$ cat src/verilog/uart_consts.svh
`ifndef UART_CONSTS_SVH
`define UART_CONSTS_SVH

// Character and FIFO sizes
`define UART_DATA_W      8
`define UART_FIFO_DEPTH  16

// Baud divider
`define UART_DIV_W       16
`define UART_OVERSAMPLE  16

// APB port widths
`define UART_APB_AW      8
`define UART_APB_DW      32

`endif

$ cat src/verilog/uart_pkg.sv
`include "uart_consts.svh"

package uart_pkg;

  typedef enum logic [2:0] {
    TX_IDLE, TX_START, TX_DATA, TX_PARITY, TX_STOP1, TX_STOP2
  } tx_state_e;

  typedef enum logic [2:0] {
    RX_IDLE, RX_START, RX_DATA, RX_PARITY, RX_STOP
  } rx_state_e;

  // Word offsets, paddr[7:2]
  typedef enum logic [5:0] {
    REG_DATA = 6'd0,
    REG_IER  = 6'd1,
    REG_IIR  = 6'd2,
    REG_LCR  = 6'd3,
    REG_LSR  = 6'd5,
    REG_CTRL = 6'd8
  } reg_addr_e;

  typedef enum logic [1:0] {
    PAR_ODD, PAR_EVEN, PAR_MARK, PAR_SPACE
  } parity_e;

endpackage

$ cat src/verilog/uart_baud_gen.sv
`timescale 1ns/10ps
`include "uart_consts.svh"

module uart_baud_gen import uart_pkg::*; #(
  parameter int FIRST_TICKS = `UART_OVERSAMPLE
) (
  input  logic                   pclk_i,
  input  logic                   prstn_i,
  input  logic                   enable_i,
  input  logic [`UART_DIV_W-1:0] divisor_i,
  output logic                   bit_o
);

  localparam int TW = $clog2(`UART_OVERSAMPLE);
  localparam logic [TW-1:0] FIRST_LOAD = TW'(FIRST_TICKS - 1);
  localparam logic [TW-1:0] BIT_LOAD   = TW'(`UART_OVERSAMPLE - 1);

  logic [`UART_DIV_W-1:0] div_cnt;
  logic [TW-1:0]          tick_cnt;
  logic                   tick;

  // Zero divisor stalls the generator
  assign tick  = enable_i && (divisor_i != '0) && (div_cnt == divisor_i - 1'b1);
  assign bit_o = tick && (tick_cnt == '0);

  always_ff @(posedge pclk_i or negedge prstn_i) begin
    if (!prstn_i) begin
      div_cnt  <= '0;
      tick_cnt <= FIRST_LOAD;
    end else if (!enable_i) begin
      div_cnt  <= '0;
      tick_cnt <= FIRST_LOAD;
    end else if (tick) begin
      div_cnt  <= '0;
      tick_cnt <= (tick_cnt == '0) ? BIT_LOAD : tick_cnt - 1'b1;
    end else if (divisor_i != '0) begin
      div_cnt <= div_cnt + 1'b1;
    end
  end

endmodule

$ cat src/verilog/uart_fifo.sv
`timescale 1ns/10ps
`include "uart_consts.svh"

module uart_fifo #(
  parameter int WIDTH = `UART_DATA_W,
  parameter int DEPTH = `UART_FIFO_DEPTH
) (
  input  logic             pclk_i,
  input  logic             prstn_i,
  input  logic             push_i,
  input  logic [WIDTH-1:0] wdata_i,
  input  logic             pop_i,
  input  logic             ovr_clr_i,
  output logic [WIDTH-1:0] rdata_o,
  output logic             empty_o,
  output logic             full_o,
  output logic             ovr_o
);

  localparam int AW = $clog2(DEPTH);

  logic [WIDTH-1:0] mem [DEPTH];
  // Extra MSB tells full from empty
  logic [AW:0]      wr_ptr;
  logic [AW:0]      rd_ptr;
  logic             do_push;
  logic             do_pop;

  assign empty_o = wr_ptr == rd_ptr;
  assign full_o  = (wr_ptr[AW] != rd_ptr[AW]) && (wr_ptr[AW-1:0] == rd_ptr[AW-1:0]);
  assign do_push = push_i & ~full_o;
  assign do_pop  = pop_i & ~empty_o;
  assign rdata_o = mem[rd_ptr[AW-1:0]];

  always_ff @(posedge pclk_i) begin
    if (do_push) begin
      mem[wr_ptr[AW-1:0]] <= wdata_i;
    end
  end

  always_ff @(posedge pclk_i or negedge prstn_i) begin
    if (!prstn_i) begin
      wr_ptr <= '0;
      rd_ptr <= '0;
      ovr_o  <= 1'b0;
    end else begin
      if (do_push) wr_ptr <= wr_ptr + 1'b1;
      if (do_pop)  rd_ptr <= rd_ptr + 1'b1;
      // New drop wins over clear
      ovr_o <= (ovr_o & ~ovr_clr_i) | (push_i & full_o);
    end
  end

endmodule

$ cat src/verilog/uart_regs.sv
`timescale 1ns/10ps
`include "uart_consts.svh"

module uart_regs import uart_pkg::*; (
  input  logic                    pclk_i,
  input  logic                    prstn_i,
  input  logic                    psel_i,
  input  logic                    penable_i,
  input  logic                    pwrite_i,
  input  logic [`UART_APB_AW-1:0] paddr_i,
  input  logic [`UART_APB_DW-1:0] pwdata_i,
  input  logic [`UART_DATA_W-1:0] rx_data_i,
  input  logic                    rx_empty_i,
  input  logic                    rx_ovr_i,
  input  logic                    parity_err_i,
  input  logic                    framing_err_i,
  input  logic                    tx_busy_i,
  input  logic                    tx_empty_i,
  output logic [`UART_APB_DW-1:0] prdata_o,
  output logic                    pready_o,
  output logic                    tx_push_o,
  output logic [`UART_DATA_W-1:0] tx_data_o,
  output logic                    rx_pop_o,
  output logic                    lsr_read_o,
  output logic [`UART_DIV_W-1:0]  divisor_o,
  output logic [1:0]              word_len_o,
  output logic                    two_stop_o,
  output logic                    parity_en_o,
  output parity_e                 parity_mode_o,
  output logic                    loopback_o,
  output logic                    irq_o
);

  reg_addr_e addr;
  logic [7:0] lcr;
  logic [2:0] ier;
  logic       dlab;
  logic       wr_en;
  logic       rd_access;
  logic       src_rdy;
  logic       src_thr;
  logic       src_err;
  logic [2:0] int_id;
  logic [7:0] lsr;
  logic [7:0] iir;
  logic [7:0] rd_byte;

  assign addr      = reg_addr_e'(paddr_i[`UART_APB_AW-1:2]);
  assign dlab      = lcr[7];
  assign wr_en     = psel_i & penable_i & pwrite_i;
  assign rd_access = psel_i & penable_i & ~pwrite_i;
  assign pready_o  = 1'b1;

  assign tx_push_o  = wr_en & (addr == REG_DATA) & ~dlab;
  assign tx_data_o  = pwdata_i[`UART_DATA_W-1:0];
  assign rx_pop_o   = rd_access & (addr == REG_DATA) & ~dlab;
  assign lsr_read_o = rd_access & (addr == REG_LSR);

  assign word_len_o    = lcr[1:0];
  assign two_stop_o    = lcr[2];
  assign parity_en_o   = lcr[3];
  assign parity_mode_o = parity_e'(lcr[5:4]);

  // ==================================================
  // Status and interrupts
  // ==================================================
  assign src_rdy = ~rx_empty_i;
  assign src_thr = ~tx_busy_i;
  assign src_err = rx_ovr_i | parity_err_i | framing_err_i;
  assign int_id  = src_thr ? 3'd1 : src_rdy ? 3'd2 : src_err ? 3'd3 : 3'd0;
  assign lsr = {1'b0, src_thr & tx_empty_i, src_thr, 1'b0,
                framing_err_i, parity_err_i, rx_ovr_i, src_rdy};
  assign iir = {2'b11, 2'b00, int_id, src_thr | src_rdy | src_err};
  assign irq_o = |(ier & {src_err, src_thr, src_rdy});

  always_ff @(posedge pclk_i or negedge prstn_i) begin
    if (!prstn_i) begin
      lcr        <= '0;
      ier        <= '0;
      divisor_o  <= '0;
      loopback_o <= 1'b0;
    end else if (wr_en) begin
      case (addr)
        REG_DATA: if (dlab) divisor_o[7:0] <= pwdata_i[7:0];
        REG_IER: begin
          if (dlab) divisor_o[15:8] <= pwdata_i[7:0];
          else      ier             <= pwdata_i[2:0];
        end
        REG_LCR:  lcr        <= pwdata_i[7:0];
        REG_CTRL: loopback_o <= pwdata_i[0];
        default: ;
      endcase
    end
  end

  // ==================================================
  // Read data
  // ==================================================
  always_comb begin
    case (addr)
      REG_DATA: rd_byte = dlab ? divisor_o[7:0] : rx_data_i;
      REG_IER:  rd_byte = dlab ? divisor_o[15:8] : {5'b0, ier};
      REG_IIR:  rd_byte = iir;
      REG_LCR:  rd_byte = lcr;
      REG_LSR:  rd_byte = lsr;
      REG_CTRL: rd_byte = {7'b0, loopback_o};
      default:  rd_byte = '0;
    endcase
  end

  // Captured in setup, held through access
  always_ff @(posedge pclk_i or negedge prstn_i) begin
    if (!prstn_i) begin
      prdata_o <= '0;
    end else if (psel_i & ~penable_i & ~pwrite_i) begin
      prdata_o <= {{(`UART_APB_DW-8){1'b0}}, rd_byte};
    end else begin
      prdata_o <= '0;
    end
  end

endmodule

$ cat src/verilog/uart_rx.sv
`timescale 1ns/10ps
`include "uart_consts.svh"

module uart_rx import uart_pkg::*; (
  input  logic                    pclk_i,
  input  logic                    prstn_i,
  input  logic                    bit_i,
  input  logic                    rxd_i,
  input  logic [1:0]              word_len_i,
  input  logic                    parity_en_i,
  input  parity_e                 parity_mode_i,
  input  logic                    err_clr_i,
  output logic                    busy_o,
  output logic                    push_o,
  output logic [`UART_DATA_W-1:0] data_o,
  output logic                    parity_err_o,
  output logic                    framing_err_o
);

  rx_state_e  state;
  logic [1:0] rxd_sync;
  logic       rxd;
  logic [2:0] bit_idx;
  logic [2:0] last_idx;
  logic       par_rx;
  logic       par_exp;

  assign rxd      = rxd_sync[1];
  assign last_idx = 3'd4 + {1'b0, word_len_i};
  assign busy_o   = state != RX_IDLE;
  // Stop bit sampled
  assign push_o   = (state == RX_STOP) & bit_i;

  // High bits of data_o are cleared at start, so a plain XOR works
  always_comb begin
    case (parity_mode_i)
      PAR_ODD:  par_exp = ~(^data_o);
      PAR_EVEN: par_exp = ^data_o;
      PAR_MARK: par_exp = 1'b1;
      default:  par_exp = 1'b0;
    endcase
  end

  always_ff @(posedge pclk_i or negedge prstn_i) begin
    if (!prstn_i) begin
      rxd_sync      <= 2'b11;
      state         <= RX_IDLE;
      data_o        <= '0;
      bit_idx       <= '0;
      par_rx        <= 1'b0;
      parity_err_o  <= 1'b0;
      framing_err_o <= 1'b0;
    end else begin
      rxd_sync      <= {rxd_sync[0], rxd_i};
      parity_err_o  <= (parity_err_o & ~err_clr_i) |
                       (push_o & parity_en_i & (par_rx != par_exp));
      framing_err_o <= (framing_err_o & ~err_clr_i) | (push_o & ~rxd);
      case (state)
        RX_IDLE: if (!rxd) state <= RX_START;
        RX_START: if (bit_i) begin
          // Glitch if line is high again at mid start bit
          state   <= rxd ? RX_IDLE : RX_DATA;
          data_o  <= '0;
          bit_idx <= '0;
        end
        RX_DATA: if (bit_i) begin
          data_o[bit_idx] <= rxd;
          bit_idx         <= bit_idx + 1'b1;
          if (bit_idx == last_idx) state <= parity_en_i ? RX_PARITY : RX_STOP;
        end
        RX_PARITY: if (bit_i) begin
          par_rx <= rxd;
          state  <= RX_STOP;
        end
        RX_STOP: if (bit_i) state <= RX_IDLE;
        default: state <= RX_IDLE;
      endcase
    end
  end

endmodule

$ cat src/verilog/uart_top.sv
`timescale 1ns/10ps
`include "uart_consts.svh"

module uart_top import uart_pkg::*; (
  input  logic                    pclk_i,
  input  logic                    prstn_i,
  input  logic                    psel_i,
  input  logic                    penable_i,
  input  logic                    pwrite_i,
  input  logic [`UART_APB_AW-1:0] paddr_i,
  input  logic [`UART_APB_DW-1:0] pwdata_i,
  input  logic                    rxd_i,
  output logic [`UART_APB_DW-1:0] prdata_o,
  output logic                    pready_o,
  output logic                    txd_o,
  output logic                    irq_o
);

  logic [`UART_DATA_W-1:0] tx_wdata;
  logic [`UART_DATA_W-1:0] tx_fifo_data;
  logic [`UART_DATA_W-1:0] rx_char;
  logic [`UART_DATA_W-1:0] rx_fifo_data;
  logic [`UART_DIV_W-1:0]  divisor;
  logic [1:0]              word_len;
  parity_e                 parity_mode;
  logic tx_push, tx_pop, tx_empty, tx_busy, tx_bit;
  logic rx_push, rx_pop, rx_empty, rx_ovr, rx_busy, rx_bit;
  logic parity_err, framing_err, lsr_read;
  logic two_stop, parity_en, loopback, rxd;

  // Loopback feeds the receiver from our own transmitter
  assign rxd = loopback ? txd_o : rxd_i;

  uart_regs i_regs (
    .pclk_i, .prstn_i, .psel_i, .penable_i, .pwrite_i, .paddr_i, .pwdata_i,
    .rx_data_i(rx_fifo_data), .rx_empty_i(rx_empty), .rx_ovr_i(rx_ovr),
    .parity_err_i(parity_err), .framing_err_i(framing_err),
    .tx_busy_i(tx_busy), .tx_empty_i(tx_empty),
    .prdata_o, .pready_o,
    .tx_push_o(tx_push), .tx_data_o(tx_wdata), .rx_pop_o(rx_pop),
    .lsr_read_o(lsr_read), .divisor_o(divisor), .word_len_o(word_len),
    .two_stop_o(two_stop), .parity_en_o(parity_en),
    .parity_mode_o(parity_mode), .loopback_o(loopback), .irq_o
  );

  uart_fifo i_tx_fifo (
    .pclk_i, .prstn_i, .push_i(tx_push), .wdata_i(tx_wdata), .pop_i(tx_pop),
    .ovr_clr_i(1'b0), .rdata_o(tx_fifo_data), .empty_o(tx_empty),
    .full_o(), .ovr_o()
  );

  uart_fifo i_rx_fifo (
    .pclk_i, .prstn_i, .push_i(rx_push), .wdata_i(rx_char), .pop_i(rx_pop),
    .ovr_clr_i(lsr_read), .rdata_o(rx_fifo_data), .empty_o(rx_empty),
    .full_o(), .ovr_o(rx_ovr)
  );

  uart_baud_gen #(.FIRST_TICKS(`UART_OVERSAMPLE)) i_tx_baud (
    .pclk_i, .prstn_i, .enable_i(tx_busy), .divisor_i(divisor), .bit_o(tx_bit)
  );

  // Half a bit first, so samples land mid-bit
  uart_baud_gen #(.FIRST_TICKS(`UART_OVERSAMPLE / 2)) i_rx_baud (
    .pclk_i, .prstn_i, .enable_i(rx_busy), .divisor_i(divisor), .bit_o(rx_bit)
  );

  uart_tx i_tx (
    .pclk_i, .prstn_i, .bit_i(tx_bit), .fifo_data_i(tx_fifo_data),
    .fifo_empty_i(tx_empty), .word_len_i(word_len), .two_stop_i(two_stop),
    .parity_en_i(parity_en), .parity_mode_i(parity_mode),
    .fifo_pop_o(tx_pop), .busy_o(tx_busy), .txd_o
  );

  uart_rx i_rx (
    .pclk_i, .prstn_i, .bit_i(rx_bit), .rxd_i(rxd), .word_len_i(word_len),
    .parity_en_i(parity_en), .parity_mode_i(parity_mode), .err_clr_i(lsr_read),
    .busy_o(rx_busy), .push_o(rx_push), .data_o(rx_char),
    .parity_err_o(parity_err), .framing_err_o(framing_err)
  );

endmodule

$ cat src/verilog/uart_tx.sv
`timescale 1ns/10ps
`include "uart_consts.svh"

module uart_tx import uart_pkg::*; (
  input  logic                    pclk_i,
  input  logic                    prstn_i,
  input  logic                    bit_i,
  input  logic [`UART_DATA_W-1:0] fifo_data_i,
  input  logic                    fifo_empty_i,
  input  logic [1:0]              word_len_i,
  input  logic                    two_stop_i,
  input  logic                    parity_en_i,
  input  parity_e                 parity_mode_i,
  output logic                    fifo_pop_o,
  output logic                    busy_o,
  output logic                    txd_o
);

  tx_state_e               state;
  logic [`UART_DATA_W-1:0] shift;
  logic [`UART_DATA_W-1:0] word_mask;
  logic [2:0]              bit_idx;
  logic [2:0]              last_idx;
  logic                    par_bit;
  logic                    par_next;
  logic                    data_xor;

  assign word_mask  = 8'hff >> (2'd3 - word_len_i);
  assign last_idx   = 3'd4 + {1'b0, word_len_i};
  assign data_xor   = ^(fifo_data_i & word_mask);
  assign fifo_pop_o = (state == TX_IDLE) & ~fifo_empty_i;
  assign busy_o     = state != TX_IDLE;

  always_comb begin
    case (parity_mode_i)
      PAR_ODD:  par_next = ~data_xor;
      PAR_EVEN: par_next = data_xor;
      PAR_MARK: par_next = 1'b1;
      default:  par_next = 1'b0;
    endcase
  end

  // ==================================================
  // Frame FSM
  // ==================================================
  always_ff @(posedge pclk_i or negedge prstn_i) begin
    if (!prstn_i) begin
      state   <= TX_IDLE;
      shift   <= '0;
      bit_idx <= '0;
      par_bit <= 1'b0;
      txd_o   <= 1'b1;
    end else begin
      case (state)
        TX_IDLE: if (fifo_pop_o) begin
          shift   <= fifo_data_i;
          par_bit <= par_next;
          bit_idx <= '0;
          txd_o   <= 1'b0;
          state   <= TX_START;
        end
        TX_START: if (bit_i) begin
          txd_o <= shift[0];
          shift <= shift >> 1;
          state <= TX_DATA;
        end
        TX_DATA: if (bit_i) begin
          if (bit_idx == last_idx) begin
            txd_o <= parity_en_i ? par_bit : 1'b1;
            state <= parity_en_i ? TX_PARITY : TX_STOP1;
          end else begin
            txd_o   <= shift[0];
            shift   <= shift >> 1;
            bit_idx <= bit_idx + 1'b1;
          end
        end
        TX_PARITY: if (bit_i) begin
          txd_o <= 1'b1;
          state <= TX_STOP1;
        end
        TX_STOP1: if (bit_i) state <= two_stop_i ? TX_STOP2 : TX_IDLE;
        TX_STOP2: if (bit_i) state <= TX_IDLE;
        default: begin
          txd_o <= 1'b1;
          state <= TX_IDLE;
        end
      endcase
    end
  end

endmodule
$ cat config.mk
export PLATFORM = sky130hd
export DESIGN_NAME = uart_top
export DESIGN_NICKNAME = d
export VERILOG_FILES = /design/src/verilog/uart_pkg.sv /design/src/verilog/uart_baud_gen.sv /design/src/verilog/uart_fifo.sv /design/src/verilog/uart_regs.sv /design/src/verilog/uart_rx.sv /design/src/verilog/uart_top.sv /design/src/verilog/uart_tx.sv
export VERILOG_INCLUDE_DIRS = /design/src /design/src/verilog
export SDC_FILE = /design/constraint.sdc
export NUM_CORES = 1
export LEC_CHECK = 0
export BUFFER_PORTS_ARGS = -buffer_cell sky130_fd_sc_hd__buf_4
export CORE_ASPECT_RATIO = 1.75
export CORE_MARGIN = 8
export CORE_UTILIZATION = 62
export CTS_CLUSTER_SIZE = 24
export DETAILED_ROUTE_END_ITERATION = 7
export GPL_TIMING_DRIVEN = 0
export HOLD_SLACK_MARGIN = 0.08
export PLACE_DENSITY = 0.8
export SLEW_MARGIN = 20
export SYNTH_ARGS = -nofsm -noshare
export SYNTH_HDL_FRONTEND = slang
export SYNTH_HIERARCHICAL = 1
export SYNTH_SLANG_ARGS = --single-unit
$ cat constraint.sdc
create_clock -name pclk_i -period 6.2 [get_ports pclk_i]
set_input_delay 1.55 -clock pclk_i [delete_from_list [all_inputs] [get_ports pclk_i]]
set_output_delay 1.55 -clock pclk_i [all_outputs]
set_load 0.02 [all_outputs]
==> results.txt, run 1 <==
The run finished with clean final reports. The later pin in the worst-skew pair is clocked with a latency of between 500 and 600 ps. The floorplan step defined a die boundary enclosing 36500 µm². 0 antenna diodes ended up in the layout. The number of filler cells placed in the layout is 1981. The initial detailed-routing violation count is about 1100. The fraction of final layout cells with drive strength greater than 1 is 21.4%. The area growth from synthesis to layout is 11.8%. At the pin with the least slew margin, the transition time is ~1000 ps. In this run the remaining antenna-violating nets after routing total 0.

The count of endpoints failing hold in the final timing report is 0. CTS placed an instance of clkbuf_16 at the clock tree root. TritonCTS built the clock tree. In this design, the stage delay of the slowest critical-path cell is 620 ps. The clock input transition at the sequential cells of the worst setup and hold paths is 60 ps. Broken down by cell family, the worst path's largest delay share belongs to simple AND/OR/NAND/NOR gates. In this run the horizontal extent of the chip is 148 µm. The count of instances resized after the clock tree is built came out at 0. The H-tree was split into 2 levels. The per-instance average area after synthesis is between 10 and 15 µm². The path type of the worst min-delay path is reg -> reg. The smallest clock period supported by the final layout is computed as 5270 ps. The routed wire length came out at ~45000 µm. The finished cells cover about 21000 µm². The power density relative to cell area is 283 nW/µm². Setup repair after global routing left no endpoint under its margin. The uppermost layer routed is met4.

The worst setup path is captured at a flop. The detailed-placement wirelength estimate came out at 30900 µm. The number of warnings printed during yosys synthesis is 6.

The final count of pins violating max slew is 0. The final net count is 1538. The initialized floorplan defines 84 standard-cell rows. The residual DRC count is 0. The number of iterations in the first detailed-routing pass came out at 5. The worst setup path is of the reg -> reg kind. The placement-stage cell area came out at 19900 µm². After detailed routing, the average wire length per cell comes to 23.8 µm. During I/O placement, the number of pins put on the boundary was 81. The placeable core region came out at roughly 30000 µm². The global-route wire length before repair is 69400 µm. Entering global routing, the biggest net connects 73 pins. The slowest stage of the critical path belongs to the cell dfrtp_1.

The TritonCTS sink count came out at 388. In the layout the commonest cells are edfxtp_1 (256), dfrtp_1 (122), buf_4 (77). The per-cell via count in the routed design is 6.47. The critical path startpoint category is a flop. In this run the worst path has a maximum fanout of 11.

The required time of the worst setup path is 6420 ps. The number of buffers inserted during clock tree synthesis came out at 36. The buffer count from post-CTS setup fixing came out at 0. The via count of the routed design came out at 12200. The overall power came out at roughly 6.0 mW. Walking the worst path, the cells encountered are inv_1 > ha_1 > or3_1 > a31oi_1 > o2111ai_1 > a2111o_1 > or2_2 > nor2_1 > nor4b_4 > clkbuf_1 > nand2_1 > nor4_2 > buf_2.

The routed metal-1 wire length came out at between 15000 and 20000 µm. Port buffering added 29 buffers. The static leakage came out at between 7 and 8 nW. The post-cts hold buffer count came out at 0. Summing every instance area after synthesis gives 18900 µm². The routed design uses 23900 µm of met2 wire.

The wire length on met3 came out at 2550 µm. The number of instances in the synthesized netlist is 1374. The maximum count of clock buffers along a single path came out at 3.

Leaving out fill and tap cells, the most frequent cell in the layout is edfxtp_1. Of the available clock period, the critical path in the final layout requires 85.0%. Measured against its own limit, the worst slew margin works out to 31.8%. The data arrival time of the worst path came out at 5490 ps. The initial antenna violation count came out at 0. Global routing used 24.7% of the available tracks. The setup-violating endpoint count in the final report is 0. The weighted congestion reported at the end of routability-driven placement is between 0.8 and 0.9. The total grt overflow came out at 0. For this run, the top clock speed supported by timing is 190 MHz. The worst vdd rail ir drop is 0.269 mV. The chip height came out at 247 µm.

The initial utilization of the core area, before any placement, comes to 62.7%. The worst hold slack across all endpoints came out at 354 ps. Between clock sinks in the finished design, the worst skew comes to between 20 and 25 ps. The sum of buffers and inverters on the critical path is 3. The setup TNS came out at 0 ps. The via count of the first global-routing pass was between 10000 and 15000. The tool flagged a number of max-cap violations equal to 0.
==> worst register-to-register path, stage by stage, from the launching register on <==
cell and delay, ps:
dfrtp_1 620, inv_1 150, ha_1 330, or3_1 400, a31oi_1 310, o2111ai_1 170, a2111o_1 390, or2_2 340
nor2_1 360, nor4b_4 410, clkbuf_1 350, nand2_1 260, nor4_2 540, buf_2 330
==> sequential cells by signal (all words and copies together), names as in the netlist, 8 cells and up <==
| name | count |
|---|---|
| i_tx_baud/div_cnt | 16 |
| i_regs/divisor_o | 16 |
| i_tx/shift | 8 |
| i_regs/prdata_o | 8 |
| i_tx_fifo/mem | 128 |
| i_rx_baud/div_cnt | 16 |
| i_rx/data_o | 8 |
| i_regs/lcr | 8 |
| i_rx_fifo/mem | 128 |
==> path summary, 6_finish.rpt <==
path                                         end                 from  cells after the start  slack (ps)
setup / recovery             i_rx_fifo/mem[0][0]  i_regs/divisor_o[0]                     13         930
hold / removal                  i_rx/rxd_sync[1]     i_rx/rxd_sync[0]                      0         350
setup reg to reg             i_rx_fifo/mem[0][0]  i_regs/divisor_o[0]                     13         930
hold reg to reg                 i_rx/rxd_sync[1]     i_rx/rxd_sync[0]                      0         350
max in group asynchronous  i_rx_baud/tick_cnt[0]              prstn_i                      2        4440
min in group asynchronous     i_regs/prdata_o[0]              prstn_i                      1         940
==> power by group <==
| part | internal [mW] | switching (mW) |
|---|---|---|
| registers | 2.83 | 0.0841 |
| clock network | 1.32 | 0.939 |
| logic | 0.343 | 0.443 |
==> layer usage <==
metal  vias to the layer above  global-route usage [%]
met3                       136                    3.13
met4                         0                    13.4
met2                       511                    45.2
li1                       5409                       -
met1                      6125                    27.5
met5                         -                       0
==> final cells by class <==
cell class,count,area [µm²],area share [%]
Sequential cell,388,11000,52.2
Inverter,44,165,0.783
Clock inverter,18,218,1.03
Buffer,101,721,3.42
Tap cell,387,484,2.30
Multi-Input combinational cell,864,7200,34.1
Clock buffer,46,998,4.74
Timing Repair Buffer,36,293,1.39
==> per-stage QoR <==
stage	setup slack, ps	cells	util, %
finish	929	1884	70.1
global route	711	1884	70.1
floorplan	1770	1397	-
detailed placement	1020	1820	66.1
global placement	458	1813	65.4
CTS	970	1884	70.1
Power figures use the tool's default switching activity.
==> run 2: changes to the inputs <==
--- a/config.mk
+++ b/config.mk
@@ -7,7 +7,6 @@
 export NUM_CORES = 1
 export LEC_CHECK = 0
 export BUFFER_PORTS_ARGS = -buffer_cell sky130_fd_sc_hd__buf_4
-export CORE_ASPECT_RATIO = 1.75
 export CORE_MARGIN = 8
 export CORE_UTILIZATION = 62
 export CTS_CLUSTER_SIZE = 24
==> results.txt, run 2 (synthesis gave the netlist of run 1 again) <==
The run finished with clean final reports. The detailed-placement wirelength estimate is 29200 µm (-5.6%). The count of endpoints failing hold in the final timing report is 0 (unchanged). The number of top-level design ports is 81 (unchanged).

The initial antenna violation count came out at 0 (unchanged). The maximum number of pins on one net before global-route repair came out at 71 (-2.7%). The power spent charging and discharging nets came out at 1.53 mW (+4.2%). The post-cts hold buffer count came out at 0 (unchanged). The weighted congestion reported at the end of routability-driven placement came out at 0.939 (+8.0%).

The final count of pins violating max slew is 0 (unchanged). The tightest min-delay check is of the reg -> reg type. The post-detailed-route count of antenna-violating nets came to 0 (unchanged). The number of rows created at floorplan is 64 (-24%).

The final period demand of the worst path is 5250 ps (-21.4 ps). The area growth from synthesis to final layout is 12.5%. The placeable core region is 30300 µm² (+0.70%).

The initial core utilization is 62.3% (-0.44 points). The transition time at the pin with the least slew margin came out at 949 ps (-70.9 ps). The fraction of final layout cells with drive strength greater than 1 came out at 21.6% (+0.20 points).

TritonCTS built the clock tree. STA classifies the critical path endpoint as a flop. The count of maximum capacitance violations came out at 0 (unchanged).

The post-route clock period utilization came to 84.7% (-0.35 points). The worst vdd rail ir drop came out at 0.292 mV (+8.7%). The maximum count of clock buffers along a single path is 3 (unchanged). Clock tree synthesis selected as its root buffer the cell clkbuf_16.

The library cell used most frequently in the layout, excluding fill and tap cells, is edfxtp_1. The data arrival time of the worst path came to 5470 ps (-20 ps). The number of inserted diodes came out at 0 (unchanged). The average wire per standard cell came out at 23.0 µm (-3.2%).

The chip height is 190 µm (-23%). The setup-violating endpoint count in the final report came out at 0 (unchanged). The die extent in x came out at 190 µm (+29%).

The maximum clock skew at final layout came out at 21.4 ps (-1.84 ps). The global routing stage identified its most utilized layer as met2. The overall fraction of global-route tracks in use came out at 24.2% (-0.57 points).

The via count of the first global-routing pass is 12300 (-1.7%). The number of buffers inserted during clock tree synthesis was 40 (+11%). The required time of the worst setup path came out at 6420 ps (about the same). The met1 global-route usage is 32.2% (+4.6 points).

Leaving out fill and tap cells, the most frequent cells in the layout are edfxtp_1 (256), dfrtp_1 (122), nor2_1 (75), buf_4 (75), nand2_1 (74). The TritonCTS sink count is 388 (unchanged). The global-route wire length before repair is 68600 µm (-1.2%). The global routing met2 resource utilization is 39.9% (-5.3 points).

The combinational share of power is 12.7% (-0.5 points). The met3 track demand over resource came out at 4.52% (+1.4 points). The routed wire length came to 43800 µm (-2.3%). The port buffer count is 29 (unchanged). The part of the total power dissipated in the clock network came to 39.8% (+1.9 points). The setup TNS came to 0 ps (unchanged). The max-slew headroom at the worst pin is 35.9% (+4.0 points). The buffer count from post-CTS setup fixing came to 0 (unchanged).

The via count of the routed design came out at 12200 (+0.34%). The depth of the CTS H-tree is 2 (unchanged). The fraction of power spent switching nets is 24.9% (+0.24 points). The initial detailed-routing violation count is 1255 (+14%). The residual DRC count is 0 (unchanged). The sequential cell fraction of total power is 47.5% (-1.4 points). The kind of critical path is reg -> reg.

The worst setup slack for register-to-register paths is 950 ps (+20 ps). The source-to-sink clock delay at the later pin of the worst-skew pair came out at 540 ps (about the same). The top fanout value on the critical path came out at 11 (unchanged).

The total internal power is 4.62 mW (+2.9%). The power density relative to cell area came out at 290 nW/µm² (+2.6%). The highest clock frequency the design can meet came out at 190 MHz (+0.41%). Setup repair after global routing left no endpoint under its margin. The clock input transition at the sequential cells of the worst setup and hold paths came out at 60 ps (about the same). The final net count is 1542 (+0.26%). The number of iterations in the first detailed-routing pass came out at 5 (unchanged). The count of instances resized after the clock tree is built is 0 (unchanged). The number of filler cells placed in the layout came out at 1937 (-2.2%). The worst setup path is launched from a flop. The die area came out at 36300 µm² (-0.60%). The overall power is 6.15 mW (+3.2%). The per-cell via count in the routed design came to 6.43 (-0.60%). The static leakage is 7.53 nW (+0.59%).

The total grt overflow came to 0 (unchanged).
## run 2: cell count changes in the layout (fill, tap and decap cells not counted)
cell	change
buf_4	-2
clkbuf_1	+1
clkinvlp_4	+4
clkinv_4	+2
clkinv_1	+3
buf_2	+2
bufinv_16	+2
clkinv_2	+1
clkbuf_16	+4
clkbuf_8	-6
inv_6	-2
## run 2: per-layer routing
layer	share of wire [%]	wire length, µm
met5	0	0
met4	2.7	1180
met3	8.1	3550
met2	49	21500
met1	40	17500
## run 2: layout make-up
class | instances | area, µm² | area share, %
buffer | 101 | 721 | 3.40
clock buffer | 45 | 1020 | 4.81
clock inverter | 28 | 324 | 1.53
inverter | 44 | 165 | 0.779
multi-input combinational | 864 | 7200 | 33.9
sequential | 388 | 11000 | 51.9
tap | 396 | 495 | 2.34
timing repair buffer | 36 | 288 | 1.36
## run 2: path summary, 6_finish.rpt
path | startpoint | depth (start not counted) | endpoint
worst min register to register | i_rx/rxd_sync[0] | 0 | i_rx/rxd_sync[1]
min in group asynchronous | prstn_i | 1 | i_rx_fifo/wr_ptr[2]
max in group asynchronous | prstn_i | 2 | i_tx_baud/tick_cnt[3]
worst max-delay path | i_regs/divisor_o[0] | 12 | i_rx_fifo/mem[1][1]
worst min-delay path | i_rx/rxd_sync[0] | 0 | i_rx/rxd_sync[1]
worst max register to register | i_regs/divisor_o[0] | 12 | i_rx_fifo/mem[1][1]
## run 2: power by group through the flow
| stage | combinational [mW] | clock, mW | sequential (mW) |
|---|---|---|---|
| 2_1_floorplan | 0.580 | 0 | 2.94 |
| 3_3_place_gp | 0.741 | 0 | 2.96 |
| 3_5_place_dp | 0.771 | 0 | 2.97 |
| 4_1_cts | 0.777 | 2.48 | 2.92 |
| 5_1_grt | 0.846 | 2.58 | 2.93 |
| 6_report | 0.780 | 2.45 | 2.92 |
## run 2: critical path, stage by stage (launching register included)
cell and delay [ps]:
dfrtp_1 540, or4_4 640, or3_1 380, a211oi_2 210
o2111ai_1 140, a2111o_1 390, or2_2 330, nor2_1 290
nor4b_4 450, clkbuf_1 410, nand2_1 330, nor4_2 510
buf_2 300
## run 2: through the flow
step | setup slack (ps) | hold WS, ps | instances | area, µm² | util, %
after detailed placement | 875 | 349 | 1829 | 19900 | 65.6
after global routing | 714 | 359 | 1902 | 21200 | 70.1
final | 950 | 359 | 1902 | 21200 | 70.1
after CTS | 966 | 358 | 1902 | 21200 | 70.1
after global placement | 474 | 346 | 1822 | 19700 | 65.0
after floorplan | 1770 | 345 | 1397 | 18900 | -
